--- src/core_pkg.sv ---
package core_pkg;

    typedef logic [31:0] word_t;      // Data word and byte address
    typedef logic [31:0] inst_t;      // Raw instruction
    typedef logic [4:0]  reg_addr_t;  // Architectural register index

    typedef enum logic [2:0] {
        ALU_ADD,
        ALU_SUB,
        ALU_AND,
        ALU_OR,
        ALU_XOR
    } alu_op_t;

    // Source of an execute operand
    typedef enum logic [1:0] {
        FWD_REG,  // Value read in decode
        FWD_MM,   // Result sitting in the execute/memory register
        FWD_WB    // Result sitting in the memory/writeback register
    } fwd_sel_t;

    typedef struct packed {
        logic  valid;
        word_t pc;
        inst_t inst;
    } id_t;

    typedef struct packed {
        logic      valid;
        word_t     pc;         // For the branch target
        alu_op_t   alu_op;
        reg_addr_t rs1;        // Kept for forwarding compares
        reg_addr_t rs2;
        word_t     rs1_data;
        word_t     rs2_data;
        word_t     imm;        // I, S or B form, sign extended
        logic      use_imm;    // Second ALU operand is imm
        reg_addr_t rd;
        logic      rd_en;
        logic      mem_re;
        logic      mem_we;
        logic      is_branch;
        logic      branch_ne;  // BNE rather than BEQ
    } ex_t;

    typedef struct packed {
        logic      valid;
        word_t     result;     // ALU output, also the data address
        word_t     store_data;
        reg_addr_t rd;
        logic      rd_en;
        logic      mem_re;
        logic      mem_we;
    } mm_t;

    typedef struct packed {
        logic      valid;
        reg_addr_t rd;
        logic      rd_en;
        word_t     data;       // Load data or ALU result
    } wb_t;

    localparam logic [6:0] OP_REG    = 7'b0110011;
    localparam logic [6:0] OP_IMM    = 7'b0010011;
    localparam logic [6:0] OP_LOAD   = 7'b0000011;
    localparam logic [6:0] OP_STORE  = 7'b0100011;
    localparam logic [6:0] OP_BRANCH = 7'b1100011;

endpackage

--- src/fetch.sv ---
module fetch
    import core_pkg::*;
#(
    parameter word_t RESET_PC = '0
) (
    input  logic  clk,
    input  logic  arst_n,
    input  logic  stall,
    input  logic  branch,
    input  word_t target,
    output word_t code_addr,
    input  inst_t code_data,
    output id_t   id
);

    word_t pc;

    assign code_addr = pc;  // Code port sees the PC directly

    always_ff @(posedge clk or negedge arst_n) begin
        if (!arst_n) begin
            pc <= RESET_PC;
        end else if (branch) begin
            pc <= target;  // Redirect wins over everything
        end else if (!stall) begin
            pc <= pc + 32'd4;
        end
    end

    always_ff @(posedge clk or negedge arst_n) begin
        if (!arst_n) begin
            id <= '0;
        end else if (branch) begin
            id.valid <= 1'b0;  // Drop the wrong-path fetch
        end else if (!stall) begin
            id <= '{valid: 1'b1, pc: pc, inst: code_data};
        end
        // Stall keeps the same instruction in decode
    end

endmodule

--- src/regfile.sv ---
module regfile
    import core_pkg::*;
(
    input  logic      clk,
    input  logic      arst_n,
    input  reg_addr_t rs1_addr,
    input  reg_addr_t rs2_addr,
    output word_t     rs1_data,
    output word_t     rs2_data,
    input  wb_t       wb
);

    word_t regs [32];
    logic  we;

    assign we = wb.valid && wb.rd_en;

    always_ff @(posedge clk) begin
        if (arst_n && we) begin
            regs[wb.rd] <= wb.data;  // No writes while reset is held
        end
    end

    // Shared by both read ports
    function automatic word_t read_port(reg_addr_t addr);
        if (addr == '0) return '0;               // x0 reads as zero
        if (we && wb.rd == addr) return wb.data;  // Write-first bypass
        return regs[addr];
    endfunction

    always_comb begin
        rs1_data = read_port(rs1_addr);
        rs2_data = read_port(rs2_addr);
    end

endmodule

--- src/decode.sv ---
module decode
    import core_pkg::*;
(
    input  logic      clk,
    input  logic      arst_n,
    input  logic      stall,
    input  logic      branch,
    input  id_t       id,
    output reg_addr_t rs1_addr,
    output reg_addr_t rs2_addr,
    input  word_t     rs1_data,
    input  word_t     rs2_data,
    output ex_t       ex
);

    logic [6:0] opcode;
    logic [2:0] funct3;
    logic [6:0] funct7;
    reg_addr_t  rd;
    word_t      imm_i;
    word_t      imm_s;
    word_t      imm_b;
    logic       supported;  // Encoding is in the implemented subset
    ex_t        nxt;

    assign opcode   = id.inst[6:0];
    assign rd       = id.inst[11:7];
    assign funct3   = id.inst[14:12];
    assign rs1_addr = id.inst[19:15];
    assign rs2_addr = id.inst[24:20];
    assign funct7   = id.inst[31:25];

    assign imm_i = {{20{id.inst[31]}}, id.inst[31:20]};
    assign imm_s = {{20{id.inst[31]}}, id.inst[31:25], id.inst[11:7]};
    assign imm_b = {{19{id.inst[31]}}, id.inst[31], id.inst[7],
                    id.inst[30:25], id.inst[11:8], 1'b0};  // Bit 0 always clear

    always_comb begin
        supported = 1'b0;
        nxt       = '0;
        nxt.pc       = id.pc;
        nxt.rs1      = rs1_addr;
        nxt.rs2      = rs2_addr;
        nxt.rs1_data = rs1_data;
        nxt.rs2_data = rs2_data;
        nxt.rd       = rd;
        nxt.imm      = imm_i;    // Most common form
        nxt.alu_op   = ALU_ADD;  // Also the address adder
        case (opcode)
            OP_REG: begin
                nxt.rd_en = 1'b1;
                case (funct3)
                    3'b000: begin
                        supported  = (funct7 == 7'h00) || (funct7 == 7'h20);
                        nxt.alu_op = funct7[5] ? ALU_SUB : ALU_ADD;
                    end
                    3'b100: begin
                        supported  = (funct7 == 7'h00);
                        nxt.alu_op = ALU_XOR;
                    end
                    3'b110: begin
                        supported  = (funct7 == 7'h00);
                        nxt.alu_op = ALU_OR;
                    end
                    3'b111: begin
                        supported  = (funct7 == 7'h00);
                        nxt.alu_op = ALU_AND;
                    end
                    default: supported = 1'b0;
                endcase
            end
            OP_IMM: begin
                supported   = (funct3 == 3'b000);  // ADDI only
                nxt.use_imm = 1'b1;
                nxt.rd_en   = 1'b1;
            end
            OP_LOAD: begin
                supported   = (funct3 == 3'b010);  // LW only
                nxt.use_imm = 1'b1;
                nxt.rd_en   = 1'b1;
                nxt.mem_re  = 1'b1;
            end
            OP_STORE: begin
                supported   = (funct3 == 3'b010);  // SW only
                nxt.use_imm = 1'b1;
                nxt.imm     = imm_s;
                nxt.mem_we  = 1'b1;
            end
            OP_BRANCH: begin
                supported     = (funct3 == 3'b000) || (funct3 == 3'b001);
                nxt.imm       = imm_b;
                nxt.is_branch = 1'b1;
                nxt.branch_ne = funct3[0];
            end
            default: supported = 1'b0;  // Everything else is a bubble
        endcase
        nxt.valid = id.valid && supported;
    end

    always_ff @(posedge clk or negedge arst_n) begin
        if (!arst_n) begin
            ex <= '0;
        end else if (stall || branch) begin
            ex.valid <= 1'b0;  // Bubble for load-use or flush
        end else begin
            ex <= nxt;
        end
    end

endmodule

--- src/execute.sv ---
module execute
    import core_pkg::*;
(
    input  logic     clk,
    input  logic     arst_n,
    input  ex_t      ex,
    input  fwd_sel_t fwd_a,
    input  fwd_sel_t fwd_b,
    input  wb_t      wb,
    output logic     branch,
    output word_t    target,
    output mm_t      mm
);

    word_t op_a;
    word_t rs2_fwd;  // Forwarded rs2, compare operand and store data
    word_t op_b;
    word_t result;

    always_comb begin
        case (fwd_a)
            FWD_MM:  op_a = mm.result;
            FWD_WB:  op_a = wb.data;
            default: op_a = ex.rs1_data;
        endcase
        case (fwd_b)
            FWD_MM:  rs2_fwd = mm.result;
            FWD_WB:  rs2_fwd = wb.data;
            default: rs2_fwd = ex.rs2_data;
        endcase
    end

    assign op_b = ex.use_imm ? ex.imm : rs2_fwd;

    always_comb begin
        case (ex.alu_op)
            ALU_SUB: result = op_a - op_b;
            ALU_AND: result = op_a & op_b;
            ALU_OR:  result = op_a | op_b;
            ALU_XOR: result = op_a ^ op_b;
            default: result = op_a + op_b;
        endcase
    end

    // Taken when equality differs from the NE flag
    assign branch = ex.valid && ex.is_branch && ((op_a == rs2_fwd) != ex.branch_ne);
    assign target = ex.pc + ex.imm;

    always_ff @(posedge clk or negedge arst_n) begin
        if (!arst_n) begin
            mm <= '0;
        end else begin
            mm.valid      <= ex.valid;
            mm.result     <= result;
            mm.store_data <= rs2_fwd;
            mm.rd         <= ex.rd;
            mm.rd_en      <= ex.rd_en;
            mm.mem_re     <= ex.mem_re;
            mm.mem_we     <= ex.mem_we;
        end
    end

endmodule

--- src/memory.sv ---
module memory
    import core_pkg::*;
(
    input  logic  clk,
    input  logic  arst_n,
    input  mm_t   mm,
    output word_t data_addr,
    output word_t data_wdata,
    output logic  data_we,
    output logic  data_re,
    input  word_t data_rdata,
    output wb_t   wb
);

    word_t rd_data;

    assign data_addr  = mm.result;   // Base plus offset from the ALU
    assign data_wdata = mm.store_data;
    assign data_we    = mm.valid && mm.mem_we;  // One cycle per store
    assign data_re    = mm.valid && mm.mem_re;  // Level while the load sits here

    // Load data arrives in the same cycle as the address
    assign rd_data = mm.mem_re ? data_rdata : mm.result;

    always_ff @(posedge clk or negedge arst_n) begin
        if (!arst_n) begin
            wb <= '0;
        end else begin
            wb.valid <= mm.valid;
            wb.rd    <= mm.rd;
            wb.rd_en <= mm.rd_en;
            wb.data  <= rd_data;
        end
    end

endmodule

--- src/hazard_unit.sv ---
module hazard_unit
    import core_pkg::*;
(
    input  id_t      id,
    input  ex_t      ex,
    input  mm_t      mm,
    input  wb_t      wb,
    output logic     stall,
    output fwd_sel_t fwd_a,
    output fwd_sel_t fwd_b
);

    logic [6:0] id_op;
    reg_addr_t  id_rs1;
    reg_addr_t  id_rs2;
    logic       uses_rs1;
    logic       uses_rs2;
    logic       load_in_ex;

    assign id_op  = id.inst[6:0];
    assign id_rs1 = id.inst[19:15];
    assign id_rs2 = id.inst[24:20];

    // Real source fields only so imm bits cause no false stalls
    assign uses_rs1 = id_op inside {OP_REG, OP_IMM, OP_LOAD, OP_STORE, OP_BRANCH};
    assign uses_rs2 = id_op inside {OP_REG, OP_STORE, OP_BRANCH};

    assign load_in_ex = ex.valid && ex.mem_re && ex.rd_en && (ex.rd != '0);

    assign stall = id.valid && load_in_ex &&
                   ((uses_rs1 && id_rs1 == ex.rd) || (uses_rs2 && id_rs2 == ex.rd));

    // Youngest producer wins
    function automatic fwd_sel_t pick(reg_addr_t rs, mm_t m, wb_t w);
        if (rs == '0) return FWD_REG;
        if (m.valid && m.rd_en && !m.mem_re && m.rd == rs) return FWD_MM;
        if (w.valid && w.rd_en && w.rd == rs) return FWD_WB;
        return FWD_REG;
    endfunction

    assign fwd_a = pick(ex.rs1, mm, wb);
    assign fwd_b = pick(ex.rs2, mm, wb);

endmodule

--- src/cpu.sv ---
module cpu
    import core_pkg::*;
#(
    parameter word_t RESET_PC = '0
) (
    input  logic  clk,
    input  logic  arst_n,
    output word_t code_addr,
    input  inst_t code_data,
    output word_t data_addr,
    output word_t data_wdata,
    output logic  data_we,
    output logic  data_re,
    input  word_t data_rdata
);

    id_t       id;      // Fetch to decode
    ex_t       ex;      // Decode to execute
    mm_t       mm;      // Execute to memory
    wb_t       wb;      // Memory to writeback
    logic      stall;   // Load-use hold
    logic      branch;  // Taken branch flush
    word_t     target;
    fwd_sel_t  fwd_a;
    fwd_sel_t  fwd_b;
    reg_addr_t rs1_addr;
    reg_addr_t rs2_addr;
    word_t     rs1_data;
    word_t     rs2_data;

    hazard_unit i_hazard_unit (
        .id, .ex, .mm, .wb,
        .stall,
        .fwd_a,
        .fwd_b
    );

    fetch #(
        .RESET_PC(RESET_PC)
    ) i_fetch (
        .clk, .arst_n,
        .stall, .branch, .target,
        .code_addr, .code_data,
        .id
    );

    regfile i_regfile (
        .clk, .arst_n,
        .rs1_addr, .rs2_addr,
        .rs1_data, .rs2_data,
        .wb  // Write port driven by the writeback register
    );

    decode i_decode (
        .clk, .arst_n,
        .stall, .branch,
        .id,
        .rs1_addr, .rs2_addr,
        .rs1_data, .rs2_data,
        .ex
    );

    execute i_execute (
        .clk, .arst_n,
        .ex, .fwd_a, .fwd_b, .wb,
        .branch, .target,
        .mm
    );

    memory i_memory (
        .clk, .arst_n,
        .mm,
        .data_addr, .data_wdata, .data_we, .data_re, .data_rdata,
        .wb
    );

endmodule

--- config.mk ---
export PLATFORM = sky130hd
export DESIGN_NAME = cpu
export DESIGN_NICKNAME = d
export VERILOG_FILES = /design/src/core_pkg.sv /design/src/fetch.sv /design/src/regfile.sv /design/src/decode.sv /design/src/execute.sv /design/src/memory.sv /design/src/hazard_unit.sv /design/src/cpu.sv
export SDC_FILE = /design/constraint.sdc
export NUM_CORES = 2
export LEC_CHECK = 0
export BUFFER_PORTS_ARGS = -buffer_cell sky130_fd_sc_hd__buf_2
export CAP_MARGIN = 30
export CORE_MARGIN = 5
export CORE_UTILIZATION = 45
export DETAILED_ROUTE_END_ITERATION = 10
export HOLD_SLACK_MARGIN = 0.12
export SLEW_MARGIN = 20
export SYNTH_ARGS = -nofsm -noshare
export SYNTH_HDL_FRONTEND = slang
export SYNTH_SLANG_ARGS = --single-unit
--- constraint.sdc ---
create_clock -name clk -period 11.97 [get_ports clk]
set_input_delay 0.5985 -clock clk [delete_from_list [all_inputs] [get_ports clk]]
set_output_delay 0.5985 -clock clk [all_outputs]
set_load 0.01 [all_outputs]
==> flow_summary.ini <==
[status]
status = completed

[critical_path]
rr_worst_depth = 26
r2r_start = i_execute.mm[1]$_DFF_PN0_
r2r_setup_slack_ns = 4.98
worstSetupPathType = reg2reg
path_max_fanout = 66
critical_path_arrival_ns = 7.63
cp-end-kind = register
r2r_end = i_execute.mm[71]$_DFF_PN0_
cp.required_ns = 12.61
start_kind = register

[cells_and_area]
final-seq-area_um2 = 39370
synthToLayoutAreaGrowth_pct = 12.76
multi_input_area_um2 = 28040
final_cells = 6611
fillers = 12550
nets = 4663
layout-drive-gt1-share_pct = 27.75
final_cell_area_um2 = 77970

[yosys]
synth-xor-area-share_pct = 1.913
synthDominantCellAreaShare_pct = 44.47
synthesis.area_um2 = 69150
synth_ff_type = edfxtp_1
synthDistinctLibCells = 76
syn_nets = 4503
synth-async-reset-ratio_pct = 25.09
ys_seq_elements = 1367
yosys.area_share.adder_pct = 2.537
ys_warn_count = 0
synthMuxAreaShare_pct = 24.73
synth_cells = 4298
synth-compound-area-share_pct = 6.270
synth_edf_count = 1024
yosysMostFrequentCell = edfxtp_1
synth.avg_cell_area_um2 = 16.09
synthTopCellsByCount = 1024 x edfxtp_1, 640 x mux4_2, 343 x dfrtp_1
synth-seq-area-share_pct = 56.88
yosys.area.top_type = edfxtp_1
synth-simple-area-share_pct = 4.659
synth_top_family_by_area = multiplexers
ys_top_cells_by_area = edfxtp_1 44%, mux4_2 21%, dfrtp_1 12%

[global_routing]
grt_first_pass_wirelength_mm = 296.7
antenna_found_initial = 5
grt_max_degree = 165
grt_usage_pct = 25.04
globalRouteOverflowTotal = 0
grt_use_met2_pct = 38.64
busiest_layer = met2
use_met1_pct = 36.68
grt_pass1_vias = 41960
grt.met3_usage_pct = 4.502

[min_path]
hp-class = in2async

[floorplan]
io-pin-count = 164
floorplan.initialDensity_pct = 45.36
num_rows = 143
fp.dieW_um = 402.0
core-area_um2 = 152400
die_height_um = 402.0
dieArea_um2 = 161600

[placement]
placed_area_um2 = 72310
place_congestion = 0.9450
dpl.hpwl_mm = 126.5
portBuffers = 163
dp.cells = 6267

[sta]
finalCritPeriodShare_pct = 58.37
layout_min_cycle_time_ns = 6.986
worstMarginPinSlew_ns = 1.045
skew_ns = 0.03060
rsz0062_at_grt = false
setup-violations-final = 0
drv_slew = 0
fin_setup_tns_ns = 0
hold_viol_final = 0
maxSlewHeadroom_pct = 30.15
max_freq_ghz = 0.1431

[pwr]
ir_worst_vdd_mv = 0.1668
p_leak_nw = 27.68
p_per_area_nw_per_um2 = 163.8

[cts]
cts.sinks = 1367
cts-htree-levels = 4
cts_buffers = 151
clockBufferDepth = 3
cts_tree = done
root_buffer = clkbuf_16
clk-insertion-delay-late_ns = 0.80
clk_pin_slew_ns = 0.06

[route]
drtIter0Drc = 4539
viasPerCell = 6.357
post_drt_wl_per_cell_um = 30.81
remaining_drc_errors = 0
dr.pass1.iters = 7
ant_nets = 0
vias = 42030
wl_mm = 203.7

[job]
max-cap-violations = 0
## routing by layer
layer	up-vias	part of all wire, %
met1	22170	42
met2	1970	46
met5	-	0
li1	17590	-
met3	301	8.6
met4	0	3.1
## critical path: stages (launching register included)
cell	delay (ns)
dfrtp_2	0.71
nand3b_1	0.33
nor4_1	0.28
nand3_1	0.12
nor2_1	0.15
ha_2	0.29
buf_4	0.32
a221oi_1	0.49
nor3_1	0.10
a21oi_1	0.30
ha_1	0.23
o21ai_0	0.19
and2b_1	0.31
nand3_2	0.14
a2111oi_4	0.46
nand3_2	0.20
o41ai_2	0.42
xnor2_1	0.11
ha_1	0.38
a21o_1	0.20
a21oi_1	0.14
o21ai_0	0.09
a21oi_1	0.20
nand2_1	0.08
o21ai_0	0.30
xnor2_1	0.16
o21ai_1	0.07
## kinds of logic after synthesis
| family | count (synthesis) |
|---|---|
| adders and majority gates | 139 |
| buffers and inverters | 455 |
| muxes | 889 |
| AOI/OAI and AO/OA | 632 |
| and+or+nand+nor | 665 |
| xor gates and xnor gates | 151 |
| DFF | 1367 |
## report_power, final
part | total [mW] | internal [mW] | switching [mW]
Sequential | 6.14 | 5.78 | 0.357
Combinational | 1.95 | 0.723 | 1.22
Clock | 4.69 | 2.72 | 1.96
Total | 12.8 | 9.23 | 3.54
## final cells by class
| cell class | count | share of cell area [%] |
|---|---|---|
| Multi-Input combinational cell | 2476 | 35.96 |
| Clock inverter | 79 | 1.171 |
| Timing Repair Buffer | 354 | 3.407 |
| Sequential cell | 1367 | 50.50 |
| Inverter | 108 | 0.5199 |
| Antenna cell | 1 | 0.003210 |
| Tap cell | 2030 | 3.258 |
| Clock buffer | 196 | 5.179 |
## sequential cells by signal, indices dropped and copies added (netlist names)
signal,count
i_regfile.regs,1024
i_decode.ex,134
i_execute.mm,73
i_fetch.code_addr,32
i_memory.wb,39
i_fetch.id,65
## how the worst max path moves through the flow
stage,from,depth (start not counted),slack [ns],to
6_report,i_execute.mm[1]$_DFF_PN0_,26,4.98,i_execute.mm[71]$_DFF_PN0_
5_1_grt,i_execute.mm[1]$_DFF_PN0_,27,4.23,i_execute.mm[69]$_DFF_PN0_
4_1_cts,i_execute.mm[1]$_DFF_PN0_,27,5.02,i_execute.mm[69]$_DFF_PN0_
3_5_place_dp,i_execute.mm[1]$_DFF_PN0_,27,5.03,i_execute.mm[69]$_DFF_PN0_
3_3_place_gp,i_execute.mm[1]$_DFF_PN0_,27,4.96,i_execute.mm[69]$_DFF_PN0_
2_1_floorplan,i_memory.wb[35]$_DFF_PN0_,30,6.15,i_execute.mm[69]$_DFF_PN0_
## cells in the final DEF (no fill, tap or decap), types with 60 or more instances in the layout
master and count:
mux4_2 640, o31ai_1 86, xor2_1 60, clkbuf_16 151, buf_4 101, nand2_1 246
dfrtp_1 331, mux2i_1 92, edfxtp_1 1024, buf_2 162, o21ai_0 140, nor2_1 100
inv_1 106, ha_1 135, dlygate4sd3_1 65, mux2_1 117, a21oi_1 107, xnor2_1 91
## what timing repair did
| item | CTS | global route |
|---|---|---|
| resized for setup | 0 | 0 |
| hold endpoints to repair | 100 | 0 |
| setup endpoints to repair | 0 | 0 |
| hold buffers | 65 | 0 |
| buffers inserted | 0 | 0 |
## stage by stage
| step | worst slack (ns) | utilization, % | hold slack [ns] | power, mW |
|---|---|---|---|---|
| final | 4.984 | 51.15 | 0.2706 | 12.77 |
| after global routing | 4.230 | 51.14 | 0.2722 | 13.22 |
| after CTS | 5.019 | 51.11 | 0.2295 | 12.82 |
| after detailed placement | 5.028 | 47.43 | 0.3718 | 8.122 |
| after global placement | 4.959 | 47.25 | 0.3618 | 8.022 |
| after floorplan | 6.155 | - | 0.3029 | 7.267 |
No activity file was read; power rests on OpenSTA's default activity.
